<file path="src/stream_fifo.sv">
`timescale 1ns/1ns
`default_nettype none

module stream_fifo #(
	parameter int DEPTH = 16,
	parameter type payload_t = logic [31:0],
	localparam int AW = (DEPTH > 1) ? $clog2(DEPTH) : 1,
	localparam int CW = $clog2(DEPTH + 1)
) (
	input  wire            okClk,
	input  wire            rst_n,
	input  wire            push,
	input  wire payload_t  push_data,
	input  wire            pop,
	output payload_t       pop_data,
	output logic           empty,
	output logic [CW-1:0]  free
);

	payload_t      mem [DEPTH];
	logic [AW-1:0] wr_ptr;
	logic [AW-1:0] rd_ptr;
	logic [CW-1:0] count;                       // Words held
	logic          do_push;
	logic          do_pop;

	// Pointer step with wrap for any depth
	function automatic logic [AW-1:0] next_ptr(input logic [AW-1:0] ptr);
		return (ptr == AW'(DEPTH - 1)) ? '0 : ptr + 1'b1;
	endfunction

	assign do_push  = push && (count != CW'(DEPTH)); // Word lost when full
	assign do_pop   = pop && !empty;
	assign empty    = (count == '0);
	assign free     = CW'(DEPTH) - count;
	assign pop_data = mem[rd_ptr];              // Head of queue is valid while not empty

	always_ff @(posedge okClk) begin
		if (do_push) begin
			mem[wr_ptr] <= push_data;
		end
	end

	//--------------------------------------------------
	// Pointers and occupancy
	//--------------------------------------------------
	always_ff @(posedge okClk or negedge rst_n) begin
		if (!rst_n) begin
			wr_ptr <= '0;
			rd_ptr <= '0;
			count  <= '0;
		end else begin
			if (do_push) begin
				wr_ptr <= next_ptr(wr_ptr);
			end
			if (do_pop) begin
				rd_ptr <= next_ptr(rd_ptr);
			end
			case ({do_push, do_pop})
				2'b10:   count <= count + 1'b1;
				2'b01:   count <= count - 1'b1;
				default: count <= count;            // Idle or push and pop together
			endcase
		end
	end

endmodule

`default_nettype wire

</file>
<file path="config.mk">
export PLATFORM = sky130hd
export DESIGN_NAME = stream_fifo
export DESIGN_NICKNAME = d
export VERILOG_FILES = /design/src/stream_fifo.sv
export SDC_FILE = /design/constraint.sdc
export NUM_CORES = 1
export LEC_CHECK = 0
export ABC_AREA = 1
export BUFFER_PORTS_ARGS = -buffer_cell sky130_fd_sc_hd__buf_4
export CORE_MARGIN = 4
export CORE_UTILIZATION = 50
export DETAILED_ROUTE_END_ITERATION = 7
export PLACE_DENSITY = 0.64
export SETUP_SLACK_MARGIN = 0.3
export SYNTH_ARGS = -nofsm -noshare
export SYNTH_HDL_FRONTEND = slang
export SYNTH_SLANG_ARGS = --single-unit
</file>
<file path="constraint.sdc">
create_clock -name okClk -period 7.1 [get_ports okClk]
set_clock_uncertainty 0.15 [all_clocks]
set_input_delay 0.355 -clock okClk [delete_from_list [all_inputs] [get_ports okClk]]
set_output_delay 0.355 -clock okClk [all_outputs]
set_load 0.005 [all_outputs]
</file>
# --- Word level (Yosys, flattened, before mapping) ---
# Memories as Yosys holds them, arrays and structs flattened.
# Index checks and enable logic that the tools add are counted.
classes:
  mux: 5
  reduce_logical: 5
  eq_ne: 5
  n_addsub: 5
op_table:
  columns: ["operator", "count"]
  rows:
  - ["case mux 5 bit (2 select lines)", 1]
  - ["adder 4 x 1 -> 4 bit, second input constant", 2]
  - ["equality test 4 bit, second input constant", 2]
  - ["two-way mux 4 bit", 2]
  - ["adder 5 x 1 -> 5 bit, second input constant", 1]
  - ["zero test 5 bit", 1]
  - ["!= test 5 bit, second input constant", 1]
  - ["subtractor 5 x 1 -> 5 bit, second input constant", 1]
  - ["subtractor 5 bit, first input constant", 1]
  - ["equality test 2 x 1 -> 1 bit, second input constant", 1]
  - ["equality test 2 bit, second input constant", 1]
  - ["logical AND 1 bit", 2]
  - ["two-way mux 1 bit", 2]
  - ["nonzero test 2 bit", 1]
  - ["zero test 1 bit", 1]
word_totals:
  wordCells: 24
  register_bits: 13
  memories: 1
  mem_bits_rw: 512
  input_bits: 36
  output_inout_bits: 38
mem_list:
  columns: ["memory", "words", "word_bits", "read_ports", "rd_ports_with_merged_regs", "write_ports", "line", "rtl"]
  rows:
  - ["mem", 16, 32, 1, 0, 1, "20", "payload_t mem [DEPTH];"]

# --- Depth between registers and ports, before layout ---
depth:
  word_depth: 5
  mapped_depth: 20
  depth_no_buf: 19

# --- Worst setup path after synthesis ---
# Ideal clock, no wire load.
synth_timing:
  path_kind: "register to register"
  from: "reg count[0]"
  to: "mem mem[11][0] (netlist name), enable pin"
  path_slack_ps: 3638
  path_buffers: 0
  stages_incl_launch_ff: 9
  setup_time_ps: 421
  period_less_slack_ps: 3462
  required_ps: 6529
  arrival_ps: 2891
  cell_sequence: "dfrtp_1 inv_1 ha_1 nand2_1 nor2_1 ha_1 nor2_1 nand2_1 nor2_1"
synth_via:
  elab_chain_len: 4
synth_rtl:
  columns: ["element", "line", "rtl"]
  rows:
  - ["from (decl)", "23", "logic [CW-1:0] count;"]
  - ["from (signal assigned)", "60", "2'b10: count <= count + 1'b1;"]
  - ["from (signal assigned)", "61", "2'b01: count <= count - 1'b1;"]
  - ["from (signal assigned)", "62", "default: count <= count;"]
  - ["!= test 5 bit", "32", "assign do_push = push && (count != CW'(DEPTH));"]
  - ["logical AND 1 bit", "32", null]
  - ["two-way mux 1 bit", "39", "if (do_push) begin"]
  - ["two-way mux 1 bit (implied by the code)", "40", "mem[wr_ptr] <= push_data;"]
  - ["to (decl)", "20", null]
# No other way between the ends.

==> impl_metrics.py <==
metrics = {
    "status": {
        "status": "finished, final reports clean",
    },
    "clock_tree": {
        "cts_tree": "yes",
        "post_cts_buffers": 0,
        "cts_root_buffer": "clkbuf_16",
        "clock_sink_count": 525,
        "cts_max_level": 2,
        "cts.reportedPaths.clkPinSlew_ns": 0.06,
        "cts_buffer_depth": 3,
        "tritoncts.num_buffers": 53,
        "clock_latency_ns": 0.58,
    },
    "min_path": {
        "min_path_type": "input pin to flop",
    },
    "layout": {
        "finalNetCount": 1935,
        "drive_gt1_share_pct": 9.74,
        "layout_common_cells": "512 x edfxtp_1, 487 x nor2_1, 224 x nand2_1, 179 x o21ai_0, 91 x buf_4",
        "layout_commonest_cell": "edfxtp_1",
        "area_growth_pct": 13.3,
        "diodes": 0,
    },
    "synth": {
        "synth_area_leaders": "edfxtp_1 71%, nor2_1 8.8%, o21ai_0 4.2%",
        "yosysTopAreaCell": "edfxtp_1",
        "synth.ff_latch_count": 525,
        "synth_top_area_share_pct": 71.4,
        "netlist_area_sq_mm": 0.0215,
        "synth.avg_cell_area_sq_um": 11.9,
        "synth_cell_type_count": 25,
        "yosysSeqAreaShare_pct": 73.0,
        "ys_warn_count": 0,
        "synth_cells": 1810,
        "mappedNetlistNets": 1857,
    },
    "pwr": {
        "peakVddDrop_mv": 0.296,
        "p_clk_share_pct": 27.4,
        "switchingPower_w": 0.00350,
        "powerDensity_mw_per_mm2": 407,
        "p_int_w": 0.00643,
        "leakage_nw": 8.65,
        "sw_frac_of_total_pct": 35.3,
        "power_frac_comb_pct": 32.3,
        "power_frac_seq_pct": 40.2,
    },
    "global_routing": {
        "grt_overflow": 0,
        "grt_pass1_wl_um": 76300,
        "antenna_found_initial": 0,
        "grt_usage_pct": 21.0,
        "grt_max_degree": 159,
        "grt_pass1_vias": 13100,
    },
    "timing": {
        "max_freq_mhz": 241,
        "setup_violations": 0,
        "max-slew-margin-rel_pct": 16.6,
        "slew_violations": 0,
        "tightest_slew_ns": 1.25,
        "rsz0062_at_grt": "no",
        "period_share_pct": 58.3,
        "fin_tns_setup_ns": 0,
        "fin_ws_ns": 2.96,
        "finalHoldViolations": 0,
        "timing.final.crit_period_ns": 4.14,
    },
    "route": {
        "drtAntennaViolNets": 0,
        "avgRoutedWirePerCell_um": 19.8,
        "drtPass1Iterations": 5,
        "drcViolationCount": 0,
        "wl_um": 48900,
        "vias": 13400,
        "drtIter0Drc": 1126,
        "avgViaCountPerCell": 5.43,
    },
    "die": {
        "die_h_um": 215,
        "ios": 74,
        "start_util_pct": 51.0,
        "core_sq_mm": 0.0422,
        "fp-row-count": 75,
        "chipWidth_um": 215,
        "die_area_sq_mm": 0.0464,
    },
    "worst_setup_path": {
        "crit_path_start_kind": "flop",
        "crit_type": "flop to output pin",
        "end_kind": "output pin",
        "cp.arrival_ns": 3.64,
        "path_max_fanout": 128,
        "crit_required_ns": 6.59,
    },
    "flow_run": {
        "cap_violations": 0,
    },
    "place": {
        "gp_congestion": 0.763,
        "hpwl_um": 24800,
        "post-place-ws_ns": 3.57,
        "port_buffers": 73,
    },
}
## final timing paths
check | startpoint | slack [ns] | to | cells after the start
worst min-delay path | push | 0.1 | wr_ptr[1]$_DFFE_PN0P_ | 5
max in group asynchronous | rst_n | 5.58 | rd_ptr[1]$_DFFE_PN0P_ | 3
worst max register to register | count[0]$_DFFE_PN0P_ | 3.61 | mem[1][20]$_DFFE_PP_ | 8
min in group asynchronous | rst_n | 0.73 | rd_ptr[3]$_DFFE_PN0P_ | 3
worst max-delay path | rd_ptr[0]$_DFFE_PN0P_ | 2.96 | pop_data[11] | 7
worst min register to register | rd_ptr[3]$_DFFE_PN0P_ | 0.39 | rd_ptr[3]$_DFFE_PN0P_ | 1
## metal layers
layer	GRT usage (%)	vias up	routed length, um
met5	0	-	0
met4	4.40	0	814
met3	4.11	68	2750
met2	35.1	330	23600
li1	-	6432	-
met1	29.1	6588	21800
## layout make-up
| type | instances | area, sq um |
|---|---|---|
| Multi-Input combinational cell | 1124 | 5040 |
| Clock inverter | 31 | 273 |
| Clock buffer | 67 | 1420 |
| Inverter | 58 | 225 |
| Tap cell | 539 | 674 |
| Sequential cell | 525 | 15700 |
| Fill cell | 3437 | 17800 |
| Timing Repair Buffer | 126 | 1040 |
## power groups by stage
stage / registers [W] / logic [W] / clock network (W)
after global routing: 0.00403 / 0.00362 / 0.00291
final: 0.00399 / 0.00321 / 0.00273
after floorplan: 0.00388 / 0.00232 / 0
after CTS: 0.00399 / 0.00325 / 0.00277
after global placement: 0.00405 / 0.00320 / 0
after detailed placement: 0.00406 / 0.00322 / 0
## Yosys cell counts, drive strengths merged
master / number
clkinv: 1
nand4: 2
nor2: 504
inv: 57
xnor2: 4
xor2: 3
dfrtp: 13
nand2: 224
clkbuf: 34
buf: 69
o211ai: 33
edfxtp: 512
nand3: 75
a21oi: 1
ha: 11
o21ai: 266
o22ai: 1
## kinds of logic after synthesis
| kind of cell | synth area share (%) |
|---|---|
| AND/OR/NAND/NOR | 14.5 |
| buffers and inverters | 4.23 |
| AO/OA/AOI/OAI | 7.39 |
| adder cells (fa/ha/maj) | 0.640 |
| XOR/XNOR | 0.285 |
| flip-flops | 73.0 |
## timing repair
action	in CTS	in global routing
hold buffers	34	0
resized for setup	0	0
endpoints found under the setup margin	0	0
hold endpoints to repair	525	0
## critical path, cell delays in order (launching register included)
cell,delay [ns]
dfrtp_4,0.71
inv_6,0.76
buf_4,0.68
o21ai_0,0.23
o211ai_1,0.15
nand3_1,0.14
nand2_1,0.10
buf_4,0.11
## per-stage QoR
| step | hold WS [ns] | utilization (%) | instances | power [W] | instance area [sq um] |
|---|---|---|---|---|---|
| floorplan | -0.0906 | - | 1810 | 0.00621 | 21500 |
| global placement | 0.0715 | 52.9 | 2338 | 0.00724 | 22300 |
| detailed placement | 0.0722 | 52.9 | 2338 | 0.00728 | 22300 |
| CTS | 0.0698 | 57.7 | 2470 | 0.0100 | 24400 |
| global route | 0.114 | 57.7 | 2470 | 0.0106 | 24400 |
| finish | 0.0978 | 57.7 | 2470 | 0.00993 | 24400 |
## registers in the layout, summed over array words and instances (netlist names)
name	flops
count	5
wr_ptr	4
rd_ptr	4
mem	512
Note: power is estimated with default switching activity, not from simulation.
