[config.mk]
export PLATFORM = sky130hd
export DESIGN_NAME = pool_3x3
export DESIGN_NICKNAME = d
export VERILOG_FILES = /design/src/common/cnn_pkg.sv /design/src/cores/pool_3x3.sv
export SDC_FILE = /design/constraint.sdc
export NUM_CORES = 1
export LEC_CHECK = 0
export ABC_AREA = 1
export BUFFER_PORTS_ARGS = -buffer_cell sky130_fd_sc_hd__buf_4
export CORE_ASPECT_RATIO = 1.4
export CORE_MARGIN = 1.5
export CORE_UTILIZATION = 50
export DETAILED_ROUTE_END_ITERATION = 10
export PLACE_DENSITY = 0.82
export SLEW_MARGIN = 30
export SYNTH_ARGS = -nofsm -noshare
export SYNTH_HDL_FRONTEND = slang
export SYNTH_SLANG_ARGS = --single-unit
[constraint.sdc]
create_clock -name okClk -period 4.4 [get_ports okClk]
set_input_delay 0 -clock okClk [delete_from_list [all_inputs] [get_ports okClk]]
set_output_delay 0 -clock okClk [all_outputs]
set_load 0.02 [all_outputs]
[src/common/cnn_pkg.sv]
`default_nettype none

package cnn_pkg;

	//--------------------------------------------------
	// Fixed point data
	//--------------------------------------------------
	typedef logic signed [15:0] pixel_t;        // Q8.8

	// Row-major 3x3 window with the top-left pixel in element 0
	typedef pixel_t [8:0] window_t;

	typedef enum logic {
		OP_CONV = 1'b0,
		OP_POOL = 1'b1
	} op_e;

	//--------------------------------------------------
	// Core job and result
	//--------------------------------------------------
	typedef struct packed {
		op_e     op;
		window_t pixels;
		window_t weights;                       // Ignored by the pooling core
		pixel_t  bias;
	} job_t;

	typedef struct packed {
		logic   valid;
		op_e    op;
		pixel_t value;
	} core_out_t;

	// Nine Q16.16 products with headroom for the sum
	localparam int ACC_W = 36;

endpackage

`default_nettype wire

[src/cores/pool_3x3.sv]
`timescale 1ns/1ns
`default_nettype none

module pool_3x3 (
	input  wire                okClk,
	input  wire                rst_n,
	input  wire                issue,
	input  wire cnn_pkg::job_t job,
	output cnn_pkg::core_out_t result
);

	logic            v1_q;
	logic            v2_q;
	logic            v3_q;
	cnn_pkg::op_e    op1_q;
	cnn_pkg::op_e    op2_q;
	cnn_pkg::op_e    op3_q;
	cnn_pkg::pixel_t m1_q [5];                  // Pair maxima plus the odd pixel
	cnn_pkg::pixel_t m2_q [3];
	cnn_pkg::pixel_t max_q;

	function automatic cnn_pkg::pixel_t smax(input cnn_pkg::pixel_t a,
		input cnn_pkg::pixel_t b);
		return (a > b) ? a : b;                 // Signed compare
	endfunction

	always_ff @(posedge okClk or negedge rst_n) begin
		if (!rst_n) begin
			v1_q <= 1'b0;
			v2_q <= 1'b0;
			v3_q <= 1'b0;
		end else begin
			v1_q <= issue;
			v2_q <= v1_q;
			v3_q <= v2_q;
		end
	end

	//--------------------------------------------------
	// Compare tree from 9 to 5 to 3 to 1
	//--------------------------------------------------
	always_ff @(posedge okClk) begin
		for (int i = 0; i < 4; i++) begin
			m1_q[i] <= smax(job.pixels[2*i], job.pixels[2*i+1]);
		end
		m1_q[4] <= job.pixels[8];
		op1_q   <= job.op;

		m2_q[0] <= smax(m1_q[0], m1_q[1]);
		m2_q[1] <= smax(m1_q[2], m1_q[3]);
		m2_q[2] <= m1_q[4];
		op2_q   <= op1_q;

		max_q <= smax(smax(m2_q[0], m2_q[1]), m2_q[2]);
		op3_q <= op2_q;
	end

	assign result = '{valid: v3_q, op: op3_q, value: max_q};

endmodule

`default_nettype wire

# ---- Word level (Yosys, flattened, before mapping)
# Memories as Yosys holds them, arrays and structs flattened.
# Cells that the tools add are included.
dict set report totals {
  ram_bits 128
  latch_bits 0
  inputBits 308
  output_inout_bits 18
  word_cells 25
  reg_bits 22
  n_memories 2
  mem_bits_ro 0
}
# name depth word_bits read_ports rd_clocked_by_memory_dff write_ports line_no
set mem_list {}
lappend mem_list {m1_q 5 16 5 0 5 pool_3x3.sv:18} ;# cnn_pkg::pixel_t m1_q [5];
lappend mem_list {m2_q 3 16 3 0 3 pool_3x3.sv:19} ;# cnn_pkg::pixel_t m2_q [3];
dict set report op_classes {
  n_lt_le_gt_ge 8
  add_sub_neg 0
  shift 0
  reduce_logical 0
  n_bitwise 0
  multipliers 0
  muxes 8
  div_mod_pow 0
  eq_ne 0
}
# operator n
set op_table {}
lappend op_table {{$gt A16 B16 Y1} 8}
lappend op_table {{$mux W16} 8}

# ---- Depth between registers and ports, before layout
dict set report logic_depth {
  depth_word 4
  mapped_depth 33
  ltp_nobuf 31
}

# ---- Worst setup path before layout
# OpenSTA, ideal clock, no wires.
dict set report synth_timing {
  kind {flip-flop to flip-flop}
  start {mem m2_q[0][31] (netlist bit)}
  end {reg max_q[10]}
  t_required_ns 4.287
  t_arrival_ns 3.009
  period_less_slack_ns 3.122
  path_stages_with_launch 25
  path_buffers 2
  setup_time_ns 0.113
  slack_ns 1.278
  path_cell_list {dfxtp_1 inv_1 ha_1 a21oi_1 o21ai_1 a21oi_2 nand3_2 nand3_4 buf_12 nand2_4 and2_4 ha_1 nand2_1 inv_1 o21ai_0 a21oi_1 nor2_1 nand2_1 nand2_1 nand2_1 nor2_4 inv_2 buf_6 nand2_1 nand2_1}
}
# item line_no
set synth_lines {}
lappend synth_lines {{from (decl)} pool_3x3.sv:19}
lappend synth_lines {{to (signal assigned)} pool_3x3.sv:54} ;# max_q <= smax(smax(m2_q[0], m2_q[1]), m2_q[2]);
lappend synth_lines {{to (decl)} pool_3x3.sv:20} ;# cnn_pkg::pixel_t max_q;

==> results.sh <==
export IMPL_ios=326
export IMPL_dpl_worst_slack_ns=0.676
export IMPL_ys_seq_area_frac=0.353
export IMPL_cts_num_sinks=150
export IMPL_drt_pre_antenna_iters=5
export IMPL_worstReg2RegEnd="max_q[15]$_DFF_P_"
export IMPL_drt_initial_drc_count=468
export IMPL_number_of_global_route_vias_before_repair=8178
export IMPL_setup_viol=0
export IMPL_detailroute_via_count=8283
export IMPL_dieWidth_um=114
export IMPL_fin_total_pwr_uw=7040
export IMPL_outcome="finished clean"
export IMPL_htree_levels=4
export IMPL_critical_path_endpoint_type="register"
export IMPL_final_net_count=1881
export IMPL_ir_drop_uv=451
export IMPL_whs_path_depth=2
export IMPL_postSynthCellCount=1139
export IMPL_timing_final_ws_setup_ns=0.669
export IMPL_postRouteWirelength_um=21200
export IMPL_fraction_of_registers_with_async_set_or_reset_after_synthesis=0.0200
export IMPL_die_area_sq_um=17900
export IMPL_crit_arrival_ns=4.04
export IMPL_final_common_cell="nand2_1"
export IMPL_tns_ns=0
export IMPL_groute_usage_overall=0.239
export IMPL_peak_clock_frequency_supported_by_timing_mhz=268
export IMPL_synth_edf_count=0
export IMPL_mostFrequentLayoutCells="nand2_1, inv_1, buf_4"
export IMPL_synth_flop_cell="dfxtp_1"
export IMPL_postSynthNetCount=1575
export IMPL_timing_hold_worst_start="job[288]"
export IMPL_timing_hold_violations_final=0
export IMPL_syn_avg_cell_area_sq_um=7.51
export IMPL_reg_to_reg_start="m2_q[0][31]$_DFF_P_"
export IMPL_antenna_found_initial=0
export IMPL_hold_path_class="input pin to register"
export IMPL_tritoncts="done"
export IMPL_via_count_normalized_by_instance_count=4.99
export IMPL_post_synth_instance_area_sq_um=8550
export IMPL_avgRoutedWirePerCell_um=12.8
export IMPL_cap_violations=0
export IMPL_leakagePower_uw=0.00661
export IMPL_min_period_ns=3.73
export IMPL_r2r_slack_ns=0.67
export IMPL_clock_skew_final_ns=0.00691
export IMPL_worst_hold_path_endpoint="m1_q[0][64]$_DFF_P_"
export IMPL_final_cells=1661
export IMPL_timing_max_slew_rel_slack=0.464
export IMPL_setup_worst_path_start_class="register"
export IMPL_period_utilization=0.848
export IMPL_post_route_cells_drive_above_1_share=0.164
export IMPL_maximum_number_of_pins_on_one_net_before_global_route_repair=33
export IMPL_hold_worst_slack_ns=0.226
export IMPL_reg2regPathDepth=22
export IMPL_final_fill_count=1207
export IMPL_insertedDiodeCount=0
export IMPL_drtAntennaViolNets=0
export IMPL_post_cts_resized=0
export IMPL_ys_warnings_count=0
export IMPL_setup_worst_path_class="register to register"
export IMPL_grt_pass1_wl_um=34600
export IMPL_clkLatencyLatePin_ns=0.41
export IMPL_cts_repair_timing_setup_buffer_count=0
export IMPL_timing_critical_path_fanout_max=17
export IMPL_chipHeight_um=158
export IMPL_area_growth_pct=39.8
export IMPL_worstMarginPinSlew_ns=0.804
export IMPL_clock_tree_root_cell="clkbuf_16"
export IMPL_cts_buffers_inserted=17
export IMPL_numPortBuffers=165
export IMPL_core_rowCount=56
export IMPL_number_of_distinct_library_cells_after_synthesis=35
export IMPL_place_congestion=0.888
export IMPL_place_detailed_hpwl_um=14700
export IMPL_clk_pin_slew_ns=0.06
export IMPL_required_time_of_the_critical_path_ns=4.71
export IMPL_ys_ff_latch=150
export IMPL_drt_drc_violations_left=0
export IMPL_grt_overflow_total=0
export IMPL_core_area_sq_um=16700
export IMPL_placed_instances=1481
export IMPL_cts_path_max_buffers=2
export IMPL_final_max_slew_viol_count=0
export IMPL_floorplan_initialDensity=0.510
export IMPL_grt_setup_unrepaired="false"
export IMPL_powerDensity_nw_per_um2=589
==> kinds of logic (layout without fill, tap and decap cells) <==
group                      count (synthesis)  count (layout)  share of synthesized area
adders and majority gates                128             128                      0.187
and+or+nand+nor                          487             487                      0.265
DFF                                      150             150                      0.353
buffers and inverters                    255             574                      0.120
AOI/OAI and AO/OA                        119             119                     0.0749
==> state kept, by name (all words and copies together) (netlist names) <==
register	count
max_q	16
op2_q	1
v3_q	1
v2_q	1
m2_q	48
m1_q	80
op1_q	1
v1_q	1
op3_q	1
==> worst max path at each step <==
| stage | slack [ns] | from | to | cells past startpoint |
|---|---|---|---|---|
| after detailed placement | 0.68 | m2_q[0][27]$_DFF_P_ | max_q[6]$_DFF_P_ | 22 |
| after global routing | 0.23 | m2_q[0][31]$_DFF_P_ | max_q[10]$_DFF_P_ | 24 |
| final | 0.67 | m2_q[0][31]$_DFF_P_ | max_q[15]$_DFF_P_ | 22 |
| after global placement | 0.72 | m2_q[0][27]$_DFF_P_ | max_q[1]$_DFF_P_ | 24 |
| after floorplan | 1.28 | m2_q[0][31]$_DFF_P_ | max_q[10]$_DFF_P_ | 24 |
| after CTS | 0.65 | m2_q[0][31]$_DFF_P_ | max_q[6]$_DFF_P_ | 22 |
==> metal layers <==
layer	up-vias	global-route usage	part of all wire	wire length (um)
met5	-	0	0	0
met3	83	0.0475	0.033	696
met4	0	0.106	0.039	817
met1	3735	0.246	0.40	8370
li1	4218	-	-	-
met2	247	0.461	0.53	11300
==> critical path, stage by stage (launching register included) <==
cell	delay, ns
dfxtp_1	0.31
inv_1	0.08
ha_1	0.35
a21oi_1	0.16
o21ai_1	0.09
a21oi_2	0.15
nand3_2	0.32
nand3_4	0.45
nand2_4	0.07
and2_4	0.14
ha_1	0.28
nand2_1	0.07
inv_1	0.03
o21ai_0	0.14
a21oi_1	0.09
nor2_1	0.10
nand2_1	0.07
nand2_1	0.06
nand2_1	0.07
nor2_4	0.23
inv_2	0.19
nand2_1	0.10
nand2_1	0.05
==> through the flow <==
stage	cell area, sq um	util
after floorplan	8550	-
after global placement	9880	0.590
after detailed placement	9880	0.590
final	12000	0.714
after CTS	11900	0.713
after global routing	12000	0.714
==> layout make-up <==
class,instances,area [sq um],share of cell area
sequential,150,3020,0.252
tap,203,254,0.0212
inverter,228,856,0.0716
clock inverter,14,128,0.0107
clock buffer,18,450,0.0377
multi-input combinational,734,4520,0.378
timing repair buffer,314,2730,0.228
==> cell usage after synthesis (2+ instances only) <==
cell	instances	area (sq um)
o21ai_0	57	285
buf_4	6	45.0
inv_1	226	848
a31oi_1	2	12.5
a211oi_1	3	22.5
ha_1	128	1600
nor3_1	5	25.0
clkbuf_1	7	26.3
nand3b_1	2	15.0
nand3_2	4	40.0
o21a_1	3	22.5
nand2_4	12	135
buf_6	2	22.5
nor2_1	39	146
and2_1	6	37.5
and2_4	9	78.8
buf_2	11	55.1
dfxtp_1	147	2940
inv_2	2	7.51
nand2_1	289	1080
nand4_1	40	250
a21o_1	7	52.6
nor3_2	2	20.0
nand3_1	72	360
o21ai_1	2	10.0
dfrtp_1	3	75.1
nand2_2	4	25.0
a21oi_1	42	210
==> repair_timing <==
| action | 4_1_cts | 5_1_grt |
|---|---|---|
| endpoints found under the hold margin | 85 | 0 |
| setup endpoints to repair | 0 | 0 |
| hold buffers | 148 | 0 |
==> where the power goes <==
group          leakage [uW]  internal [uW]  switching, uW
Clock              0.000280            780            605
Sequential          0.00127           1720            152
Combinational       0.00506           1600           2180
Power figures use the tool's default switching activity.
