File: src/common/cnn_pkg.sv
`default_nettype none

package cnn_pkg;

	//--------------------------------------------------
	// Fixed point data
	//--------------------------------------------------
	typedef logic signed [15:0] pixel_t;        // Q8.8

	// Row-major 3x3 window with the top-left pixel in element 0
	typedef pixel_t [8:0] window_t;

	typedef enum logic {
		OP_CONV = 1'b0,
		OP_POOL = 1'b1
	} op_e;

	//--------------------------------------------------
	// Core job and result
	//--------------------------------------------------
	typedef struct packed {
		op_e     op;
		window_t pixels;
		window_t weights;                       // Ignored by the pooling core
		pixel_t  bias;
	} job_t;

	typedef struct packed {
		logic   valid;
		op_e    op;
		pixel_t value;
	} core_out_t;

	// Nine Q16.16 products with headroom for the sum
	localparam int ACC_W = 36;

endpackage

`default_nettype wire

File: src/common/host_pkg.sv
`default_nettype none

package host_pkg;

	typedef logic [31:0] word_t;

	// First word of a job block
	typedef struct packed {
		logic [14:0]     rsvd;
		cnn_pkg::op_e    op;                    // Bit 16
		cnn_pkg::pixel_t bias;
	} header_t;

	// Words two to ten of a block carry one window position each
	typedef struct packed {
		cnn_pkg::pixel_t pixel;
		cnn_pkg::pixel_t weight;
	} operand_t;

	// Word returned to the host per job
	typedef struct packed {
		logic [14:0]     rsvd;
		cnn_pkg::op_e    op;
		cnn_pkg::pixel_t value;
	} result_t;

	localparam int JOB_WORDS = 10;              // Header plus nine operands

endpackage

`default_nettype wire

File: src/job_loader.sv
`timescale 1ns/1ns
`default_nettype none

module job_loader #(
	parameter int OUT_DEPTH = 8
) (
	input  wire                  okClk,
	input  wire                  rst_n,
	input  wire                  word_empty,
	input  wire host_pkg::word_t word_data,
	output logic                 word_pop,
	input  wire                  credit_return,  // One result left the output FIFO
	output logic                 issue_conv,
	output logic                 issue_pool,
	output cnn_pkg::job_t        job
);

	localparam int CNT_W = $clog2(host_pkg::JOB_WORDS);
	localparam int CRW   = $clog2(OUT_DEPTH + 1);

	logic [CNT_W-1:0]   word_cnt;               // Position within the block
	logic               job_ready;              // Complete job waiting for a credit
	logic [CRW-1:0]     credits;
	logic               can_issue;
	logic               last_word;
	host_pkg::header_t  hdr;
	host_pkg::operand_t opd;

	// Same word seen through both layouts
	assign hdr = word_data;
	assign opd = word_data;

	assign can_issue  = job_ready && (credits != '0);
	assign issue_conv = can_issue && (job.op == cnn_pkg::OP_CONV);
	assign issue_pool = can_issue && (job.op == cnn_pkg::OP_POOL);

	// The cores sample the job on the issue edge, so the next block may start loading
	assign word_pop  = !word_empty && (!job_ready || can_issue);
	assign last_word = (word_cnt == CNT_W'(host_pkg::JOB_WORDS - 1));

	//--------------------------------------------------
	// Block assembly
	//--------------------------------------------------
	always_ff @(posedge okClk) begin
		if (word_pop) begin
			if (word_cnt == '0) begin
				job.op   <= hdr.op;
				job.bias <= hdr.bias;
			end else begin
				// First operand ends up in element 0
				job.pixels  <= {opd.pixel, job.pixels[8:1]};
				job.weights <= {opd.weight, job.weights[8:1]};
			end
		end
	end

	always_ff @(posedge okClk or negedge rst_n) begin
		if (!rst_n) begin
			word_cnt  <= '0;
			job_ready <= 1'b0;
		end else begin
			if (can_issue) begin
				job_ready <= 1'b0;
			end
			if (word_pop) begin
				if (last_word) begin
					word_cnt  <= '0;
					job_ready <= 1'b1;          // Issue can follow in the next cycle
				end else begin
					word_cnt <= word_cnt + 1'b1;
				end
			end
		end
	end

	//--------------------------------------------------
	// Output credits
	//--------------------------------------------------
	// One credit per free output slot not yet claimed by a job in flight
	always_ff @(posedge okClk or negedge rst_n) begin
		if (!rst_n) begin
			credits <= CRW'(OUT_DEPTH);
		end else begin
			case ({can_issue, credit_return})
				2'b10:   credits <= credits - 1'b1;
				2'b01:   credits <= credits + 1'b1;
				default: credits <= credits;
			endcase
		end
	end

endmodule

`default_nettype wire

File: config.mk
export PLATFORM = sky130hd
export DESIGN_NAME = job_loader
export DESIGN_NICKNAME = d
export VERILOG_FILES = /design/src/common/cnn_pkg.sv /design/src/common/host_pkg.sv /design/src/job_loader.sv
export SDC_FILE = /design/constraint.sdc
export NUM_CORES = 1
export LEC_CHECK = 0
export ABC_AREA = 0
export BUFFER_PORTS_ARGS = -buffer_cell sky130_fd_sc_hd__buf_2
export CAP_MARGIN = 15
export CORE_ASPECT_RATIO = 0.9
export CORE_UTILIZATION = 35
export DETAILED_ROUTE_END_ITERATION = 8
export GPL_TIMING_DRIVEN = 0
export SYNTH_ARGS = -nofsm -noshare
export SYNTH_HDL_FRONTEND = slang
export SYNTH_SLANG_ARGS = --single-unit
File: constraint.sdc
create_clock -name okClk -period 9.35 [get_ports okClk]
set_clock_uncertainty 0.1 [all_clocks]
set_input_delay 0.4675 -clock okClk [delete_from_list [all_inputs] [get_ports okClk]]
set_output_delay 0.4675 -clock okClk [all_outputs]
set_load 0.005 [all_outputs]
# After elaboration in Yosys (flattened, before gate mapping)
# Cells that the tools add are included.
# op_classes
addsub,3
eq_ne,3
n_mux,5
n_bitwise,2
n_reduce_logical,12
# op_table
cell,n
"4-bit by 1-bit adder with 4-bit output, second input constant",2
4-bit case mux with 2 select lines,1
"4-bit equality test, second input constant",1
1-bit logical AND,4
4-bit zero test,1
4-bit 2-to-1 mux,1
2-bit AND reduction,2
4-bit nonzero test,1
"4-bit by 1-bit subtractor with 4-bit output, second input constant",1
1-bit 2-to-1 mux,3
"2-bit by 1-bit equality test with 1-bit output, second input constant",1
"2-bit equality test, second input constant",1
1-bit zero test,2
1-bit NOT,2
2-bit nonzero test,1
1-bit logical OR,1
# totals
register_bits,314
input_bits,36
output_inout_bits,308
word_cells,48

# Logic depth before layout (Yosys ltp)
# Gate-level depths: netlist of run 1.
# logic_depth
depth_word,5
mapped_depth,8
ltp_nobuf,8

# Worst setup path before layout of run 1
# No wires, ideal clock.
# synth_timing
path_kind,reg-to-reg
startpoint,register credits[3]
endpoint,register job[100] (netlist bit) (enable)
setup_ps,684
arrival_ps,7450
required_ps,8566
path_slack_ps,1115
path_stages_with_launch,4
path_buffers,0
synth_period_minus_slack_ps,8235
cell_sequence,dfstp_2 nor4_4 a21oi_1 and2_1
# synth_between
elab_chain_cells,5
# synth_lines
element,line_no,rtl
start: declaration,job_loader.sv:23,logic [CRW-1:0] credits;
start signal: assignment,job_loader.sv:82,credits <= CRW'(OUT_DEPTH);
start signal: assignment,job_loader.sv:85,2'b10: credits <= credits - 1'b1;
start signal: assignment,job_loader.sv:86,2'b01: credits <= credits + 1'b1;
4-bit nonzero test,job_loader.sv:33,assign can_issue = job_ready && (credits != '0);
1-bit logical AND,job_loader.sv:33,
1-bit logical OR,job_loader.sv:38,assign word_pop = !word_empty && (!job_ready || can_issue);
1-bit logical AND,job_loader.sv:38,
net word_pop,job_loader.sv:11,"output logic word_pop,"
2-bit AND reduction (no line),n/a,
end: declaration,job_loader.sv:15,output cnn_pkg::job_t job
# The timed path passes the listed nets, and every way through them passes these cells.
# A chain may end at the register's enable or synchronous reset.

# Worst setup path after layout of run 1
# layout_timing
startpoint,register credits[0]
endpoint,register credits[3]
# layout_between
elab_chain_cells,4
elab_cells_between_ends,8
classes_between,add/sub: 2; eq/ne: 2; mux: 1; reduce/logical: 3
# layout_lines
element
branches (longest 4 deep; another with 4-bit by 1-bit adder with 4-bit output)
# Parallel ways; which one is timed is not known.

==> impl_metrics.toml, run 1 <==
[status]
run_status = "finished, final reports clean"

[floorplan]
floorplan.die_area_sq_um = 28570
rows = 57
ios = 344
chipWidth_um = 178.1
design.core.area_sq_um = 27170
initial_utilization_pct = 35.94
die-height_um = 160.5

[critical_path]
worstSetupEndpointType = "flip-flop"
worstSetupPathType = "reg -> reg"
worst_ep_arrival_time_ns = 3.21
worst_path_dominant_cell_family = "simple AND/OR/NAND/NOR gates"
reg2regPathDepth = 8
regToRegEndpoint = "credits[3]"
timing.critical_path.cells = "nor4_4 > nand2b_1 > ha_1 > inv_1 > ha_1 > or4_1 > o211ai_1 > o211ai_1"
regToRegSetupSlack_ns = 6.51
worstPathMaxFanout = 6
critPathBufInv = 1
crit_path_max_incr_delay_ns = 0.51
worst_path_max_delay_cell = "sky130_fd_sc_hd__or4_1"
worst_r2r_startpoint = "credits[0]"
required_ns = 9.71
start_kind = "flip-flop"

[layout]
final_layout_size_suffix_gt1_share_pct = 49.75
mostFrequentLayoutCell = "sky130_fd_sc_hd__buf_2"
fin_nets = 819
final_core_util_pct = 49.17
area_occupied_by_multi_input_gates_sq_um = 369.1
mostFrequentLayoutCells = "sky130_fd_sc_hd__buf_2 (343), sky130_fd_sc_hd__edfxtp_1 (305), sky130_fd_sc_hd__dlygate4sd3_1 (33), sky130_fd_sc_hd__clkbuf_16 (31), sky130_fd_sc_hd__clkinv_1 (10)"
fillers = 2284
num_antenna_cells = 0
finalNonFillerCells = 1156
layout-area-overhead-vs-synth_pct = 36.81
seq_area_sq_um = 9385

[power]
cellLeakagePower_nw = 5.227
power.density_nw_per_um2 = 287.6
max-vdd-ir-drop_mv = 0.1322

[clocking]
clock_insertion_delay_worst_skew_ns = 0.54
cts_resized = 0
cts.sinks = 314
cts_inserted_buffers = 31
tritoncts = "yes"
path_clk_slew_ns = 0.06
clk_root_buffer_cell = "sky130_fd_sc_hd__clkbuf_16"
clock_tree.buffer_depth = 3
cts-htree-levels = 1
post-cts-setup-buffers = 0

[synth]
ys.flop_type = "sky130_fd_sc_hd__edfxtp_1"
synth.avg_cell_area_sq_um = 26.83
yosysWarningCount = 0
netlist-cell-type-count = 35
synth-edff-count = 305
synth-seq-cells = 314
synthesis.instances = 364
asyncSetResetFlopFracSynth_pct = 2.866
syn-num-nets = 404
yosysSeqAreaShare_pct = 96.11
mappedNetlistArea_sq_um = 9766

[route]
finalWirelength_um = 21160
firstDrtPassIters = 6
detail_route.drc_violations = 0
avgViaCountPerCell = 4.298
vias = 4969
detail_route.iter0.violations = 301
drt.antenna.violating_nets = 0
routed_wire_length_per_instance_um = 18.30

[sta]
setup-tns-final_ns = 0
clock.fmax_mhz = 351.7
final_number_of_hold_violating_endpoints = 0
grt_setup_unrepaired = "no"
worstMarginPinSlew_ns = 0.5471
maxSlewViolCount = 0
layout_min_cycle_time_ns = 2.843
report.final.setup_viol = 0
fin_hold_ws_ns = 0.1543
finalCritPeriodShare_pct = 30.41
maxSlewHeadroom_pct = 63.33

[worst_hold_path]
holdPathEnd = "word_cnt[0]"
hold_class = "in -> reg"
min_from = "word_empty"
whs_path_depth = 3

[global_route]
grt_antenna_before_repair = 0
global_route.overflow_total = 0
grt_first_pass_wirelength_um = 30300
grt_util_all_layers_pct = 14.27
via_count_of_the_first_global_routing_pass = 4862
pin_count_of_the_biggest_net_entering_global_routing = 73

[placed_design]
hpwl_after_dpl_um = 14970
dp.cells = 1067
port_buffers = 343
routabilityCongestion = 0.7621

[run]
cap_viol_max_count = 0
worst reg2reg max path: stages, from the launching register on:
cell                       delay [ns]
sky130_fd_sc_hd__dfrtp_1         0.47
sky130_fd_sc_hd__nor4_4          0.48
sky130_fd_sc_hd__nand2b_1        0.23
sky130_fd_sc_hd__ha_1            0.27
sky130_fd_sc_hd__inv_1           0.13
sky130_fd_sc_hd__ha_1            0.37
sky130_fd_sc_hd__or4_1           0.51
sky130_fd_sc_hd__o211ai_1        0.10
sky130_fd_sc_hd__o211ai_1        0.11
cell usage after synthesis (2+ instances only):
library cell,n,area (sq um)
sky130_fd_sc_hd__o211ai_1,2,15.01
sky130_fd_sc_hd__nand3_1,2,10.01
sky130_fd_sc_hd__a21oi_1,3,15.01
sky130_fd_sc_hd__nand2_1,3,11.26
sky130_fd_sc_hd__inv_1,4,15.01
sky130_fd_sc_hd__nor2_1,4,15.01
sky130_fd_sc_hd__or4_1,2,15.01
sky130_fd_sc_hd__xor2_1,2,17.52
sky130_fd_sc_hd__ha_1,3,37.54
sky130_fd_sc_hd__xnor2_1,2,17.52
sky130_fd_sc_hd__dfrtp_1,8,200.2
sky130_fd_sc_hd__nor3_1,2,10.01
sky130_fd_sc_hd__edfxtp_1,305,9159
through the flow:
stage	total power, W	instance area (sq um)	setup WS (ns)
finish	0.003842	13360	6.507
global route	0.004014	13360	6.334
CTS	0.003899	13360	6.498
detailed placement	0.002693	12070	6.519
global placement	0.002742	11930	-1.542
floorplan	0.002352	9766	1.115
power breakdown:
part	total (W)	switching, W	internal (W)	leakage [nW]
clock	0.00119	0.000503	0.000685	0.462
sequential	0.00210	0.000148	0.00195	3.06
combinational	0.000557	0.000315	0.000242	1.71
total	0.00384	0.000966	0.00288	5.23
layout make-up:
type / count / share of cell area, %
clock inverters: 20 / 1.274
well taps: 354 / 3.315
inverters: 4 / 0.1124
plain buffers: 1 / 0.02810
clock buffers: 36 / 5.947
multi-input cells: 45 / 2.763
repair buffers: 382 / 16.31
flip-flops and latches: 314 / 70.25
registers in the layout (all words and copies together) (netlist names):
signal	count
word_cnt	4
credits	4
job_ready	1
job	305
repair_timing:
action                                  in CTS  in global routing
hold buffers                                33                  0
endpoints found under the setup margin       0                  0
hold endpoints to repair                    58                  0
worst max path at each step:
| stage | start | end | slack [ns] | cells after the start |
|---|---|---|---|---|
| 2_1_floorplan | credits[3] | job[100] | 1.12 | 3 |
| 3_3_place_gp | credits[3] | job[43] | -1.54 | 3 |
| 3_5_place_dp | credits[0] | credits[3] | 6.52 | 8 |
| 4_1_cts | credits[0] | credits[3] | 6.50 | 8 |
| 5_1_grt | credits[0] | credits[3] | 6.33 | 8 |
| 6_report | credits[0] | credits[3] | 6.51 | 8 |
cells by family after synthesis:
family,Yosys count,synth area share (%)
buf+inv,5,0.1921
xor+xnor,4,0.3588
flops,314,96.11
simple gates,22,1.461
mux,3,0.3331
fa+ha+maj,4,0.5894
compound gates,12,0.9608
routing by layer:
| metal | up-vias | share of wire (%) | track usage (%) |
|---|---|---|---|
| met1 | 2461 | 40 | 17.67 |
| li1 | 2305 | - | - |
| met4 | 0 | 3.5 | 5.633 |
| met5 | - | 0 | 0 |
| met3 | 43 | 5.5 | 2.794 |
| met2 | 160 | 51 | 24.48 |
Power figures use the tool's default switching activity.
==> run 2: changes to the inputs <==
==> constraint.sdc (replaced) <==
create_clock -name okClk -period 2.8 [get_ports okClk]
set_clock_uncertainty 0.1 [all_clocks]
set_input_delay 0.14 -clock okClk [delete_from_list [all_inputs] [get_ports okClk]]
set_output_delay 0.14 -clock okClk [all_outputs]
set_load 0.005 [all_outputs]
==> impl_metrics.toml, run 2 (same netlist as run 1, synthesis figures left out) <==
[critical_path]
timing.critical_path.mode_cell = "sky130_fd_sc_hd__o211ai_1"
required_ns = 3.11
worstSetupEndpointType = "flip-flop"
worst_path_max_delay_cell = "sky130_fd_sc_hd__or4_1"
worst_ep_arrival_time_ns = 2.87
worstSetupPathType = "reg -> reg"
crit_path_max_incr_delay_ns = 0.51
worstPathMaxFanout = 6
timing.critical_path.cells = "nor4_4 > nand2b_1 > ha_2 > inv_1 > ha_1 > or4_1 > o211ai_1 > o211ai_1"
start_kind = "flip-flop"

[placed_design]
port_buffers = 343
hpwl_after_dpl_um = 15110
pre_cts_ws_ns = -0.05386
detailed_place.area_sq_um = 12060
routabilityCongestion = 0.7582

[sta]
maxSlewHeadroom_pct = 40.40
worstMarginPinSlew_ns = 0.8892
maxSlewViolCount = 0
clock.fmax_mhz = 390.8
report.final.setup_viol = 0
final_number_of_hold_violating_endpoints = 0
layout_setup_ws_ns = 0.2411
setup-tns-final_ns = 0
layout_min_cycle_time_ns = 2.559
grt_setup_unrepaired = "no"
finalCritPeriodShare_pct = 91.39

[floorplan]
design.core.area_sq_um = 27170
chipWidth_um = 178.1
initial_utilization_pct = 35.94
rows = 57
ios = 344
floorplan.die_area_sq_um = 28570
die-height_um = 160.5

[global_route]
grt_util_all_layers_pct = 14.49
grt_antenna_before_repair = 0
global_route.overflow_total = 0
pin_count_of_the_biggest_net_entering_global_routing = 74
grt_first_pass_wirelength_um = 30360
via_count_of_the_first_global_routing_pass = 4913

[route]
vias = 4976
drt.antenna.violating_nets = 0
routed_wire_length_per_instance_um = 18.47
finalWirelength_um = 21360
detailroute.wirelength.met2_um = 11040
detail_route.iter0.violations = 329
avgViaCountPerCell = 4.304
wirelength_met1_um = 8534
firstDrtPassIters = 4
routed_wire_length_on_met3_um = 1208
detail_route.drc_violations = 0
topRoutingLayerUsed = "met4"

[layout]
top_regs = "job: 305 flops, credits: 4 flops, word_cnt: 4 flops"
final_core_util_pct = 49.55
final_layout_size_suffix_gt1_share_pct = 50.25
layout-area-overhead-vs-synth_pct = 37.86
mostFrequentLayoutCell = "sky130_fd_sc_hd__buf_2"
largest_reg_flops = 305
mostFrequentLayoutCells = "sky130_fd_sc_hd__buf_2 (343), sky130_fd_sc_hd__edfxtp_1 (305), sky130_fd_sc_hd__clkbuf_16 (35), sky130_fd_sc_hd__dlygate4sd3_1 (35), sky130_fd_sc_hd__dfrtp_1 (8)"
registers.top_by_ff_count = "job"
num_antenna_cells = 0
final_area_sq_um = 13460
fin_nets = 824

[clocking]
clk_root_buffer_cell = "sky130_fd_sc_hd__clkbuf_16"
cts-htree-levels = 2
cts.sinks = 314
clock_tree.buffer_depth = 3
clock_insertion_delay_worst_skew_ns = 0.49
tritoncts = "yes"
path_clk_slew_ns = 0.06
cts_inserted_buffers = 34

[power]
cellLeakagePower_nw = 5.274
power.density_nw_per_um2 = 972.9
fin_total_pwr_w = 0.01310
max-vdd-ir-drop_mv = 0.4657

[run]
cap_viol_max_count = 0

[status]
run_status = "finished, final reports clean"

[worst_hold_path]
hold_class = "in -> async"
-- run 2: path summary, 6_finish.rpt --
check / to / slack [ns] / from / depth (start not counted)
max in group asynchronous: word_cnt[3] / 1.73 / rst_n / 3
min in group okClk: credits[3] / 0.06 / credit_return / 5
setup reg to reg: credits[3] / 0.24 / credits[1] / 8
hold reg to reg: job[249] / 0.34 / job[265] / 0
hold / removal: credits[3] / 0.05 / rst_n / 2
setup / recovery: credits[3] / 0.24 / credits[1] / 8
-- run 2: cell type report --
| class | instances | area [sq um] |
|---|---|---|
| flip-flops and latches | 314 | 9385 |
| clock inverters | 14 | 150.1 |
| plain buffers | 1 | 3.754 |
| clock buffers | 40 | 894.6 |
| fillers | 2290 | 13710 |
| repair buffers | 384 | 2196 |
| multi-input cells | 45 | 375.4 |
| inverters | 4 | 15.01 |
| well taps | 354 | 442.9 |
-- run 2: metal layers --
layer  vias to the layer above  track usage [%]
met1                      2464            17.67
met5                         -                0
li1                       2312                -
met3                        42            3.362
met2                       158            24.73
met4                         0            5.828
-- run 2: critical path, delay by kind of cell (launching register included) --
kind                       cells  cell delay, ns
and+or+nand+nor                3            1.02
buffers and inverters          1            0.10
DFF                            1            0.45
adders and majority gates      2            0.60
AOI/OAI and AO/OA              2            0.20
-- run 2: what timing repair did --
action	4_1_cts	5_1_grt
hold buffers	35	0
pin swaps	1	0
endpoints found under the hold margin	68	0
setup buffers	1	0
resized for setup	0	1
endpoints found under the setup margin	1	1
-- run 2: through the flow --
step | cells | hold slack, ns
6_report | 1156 | 0.05383
5_1_grt | 1156 | 0.02215
4_1_cts | 1156 | 0.01018
3_5_place_dp | 1066 | -0.08602
3_3_place_gp | 1061 | -0.08901
2_1_floorplan | 364 | -0.2556
-- run 2: report_power, final --
group / switching [W] / total [W] / internal (W) / leakage, nW
clock network: 0.00168 / 0.00422 / 0.00254 / 0.502
logic: 0.00106 / 0.00187 / 0.000812 / 1.71
registers: 0.000491 / 0.00700 / 0.00651 / 3.06
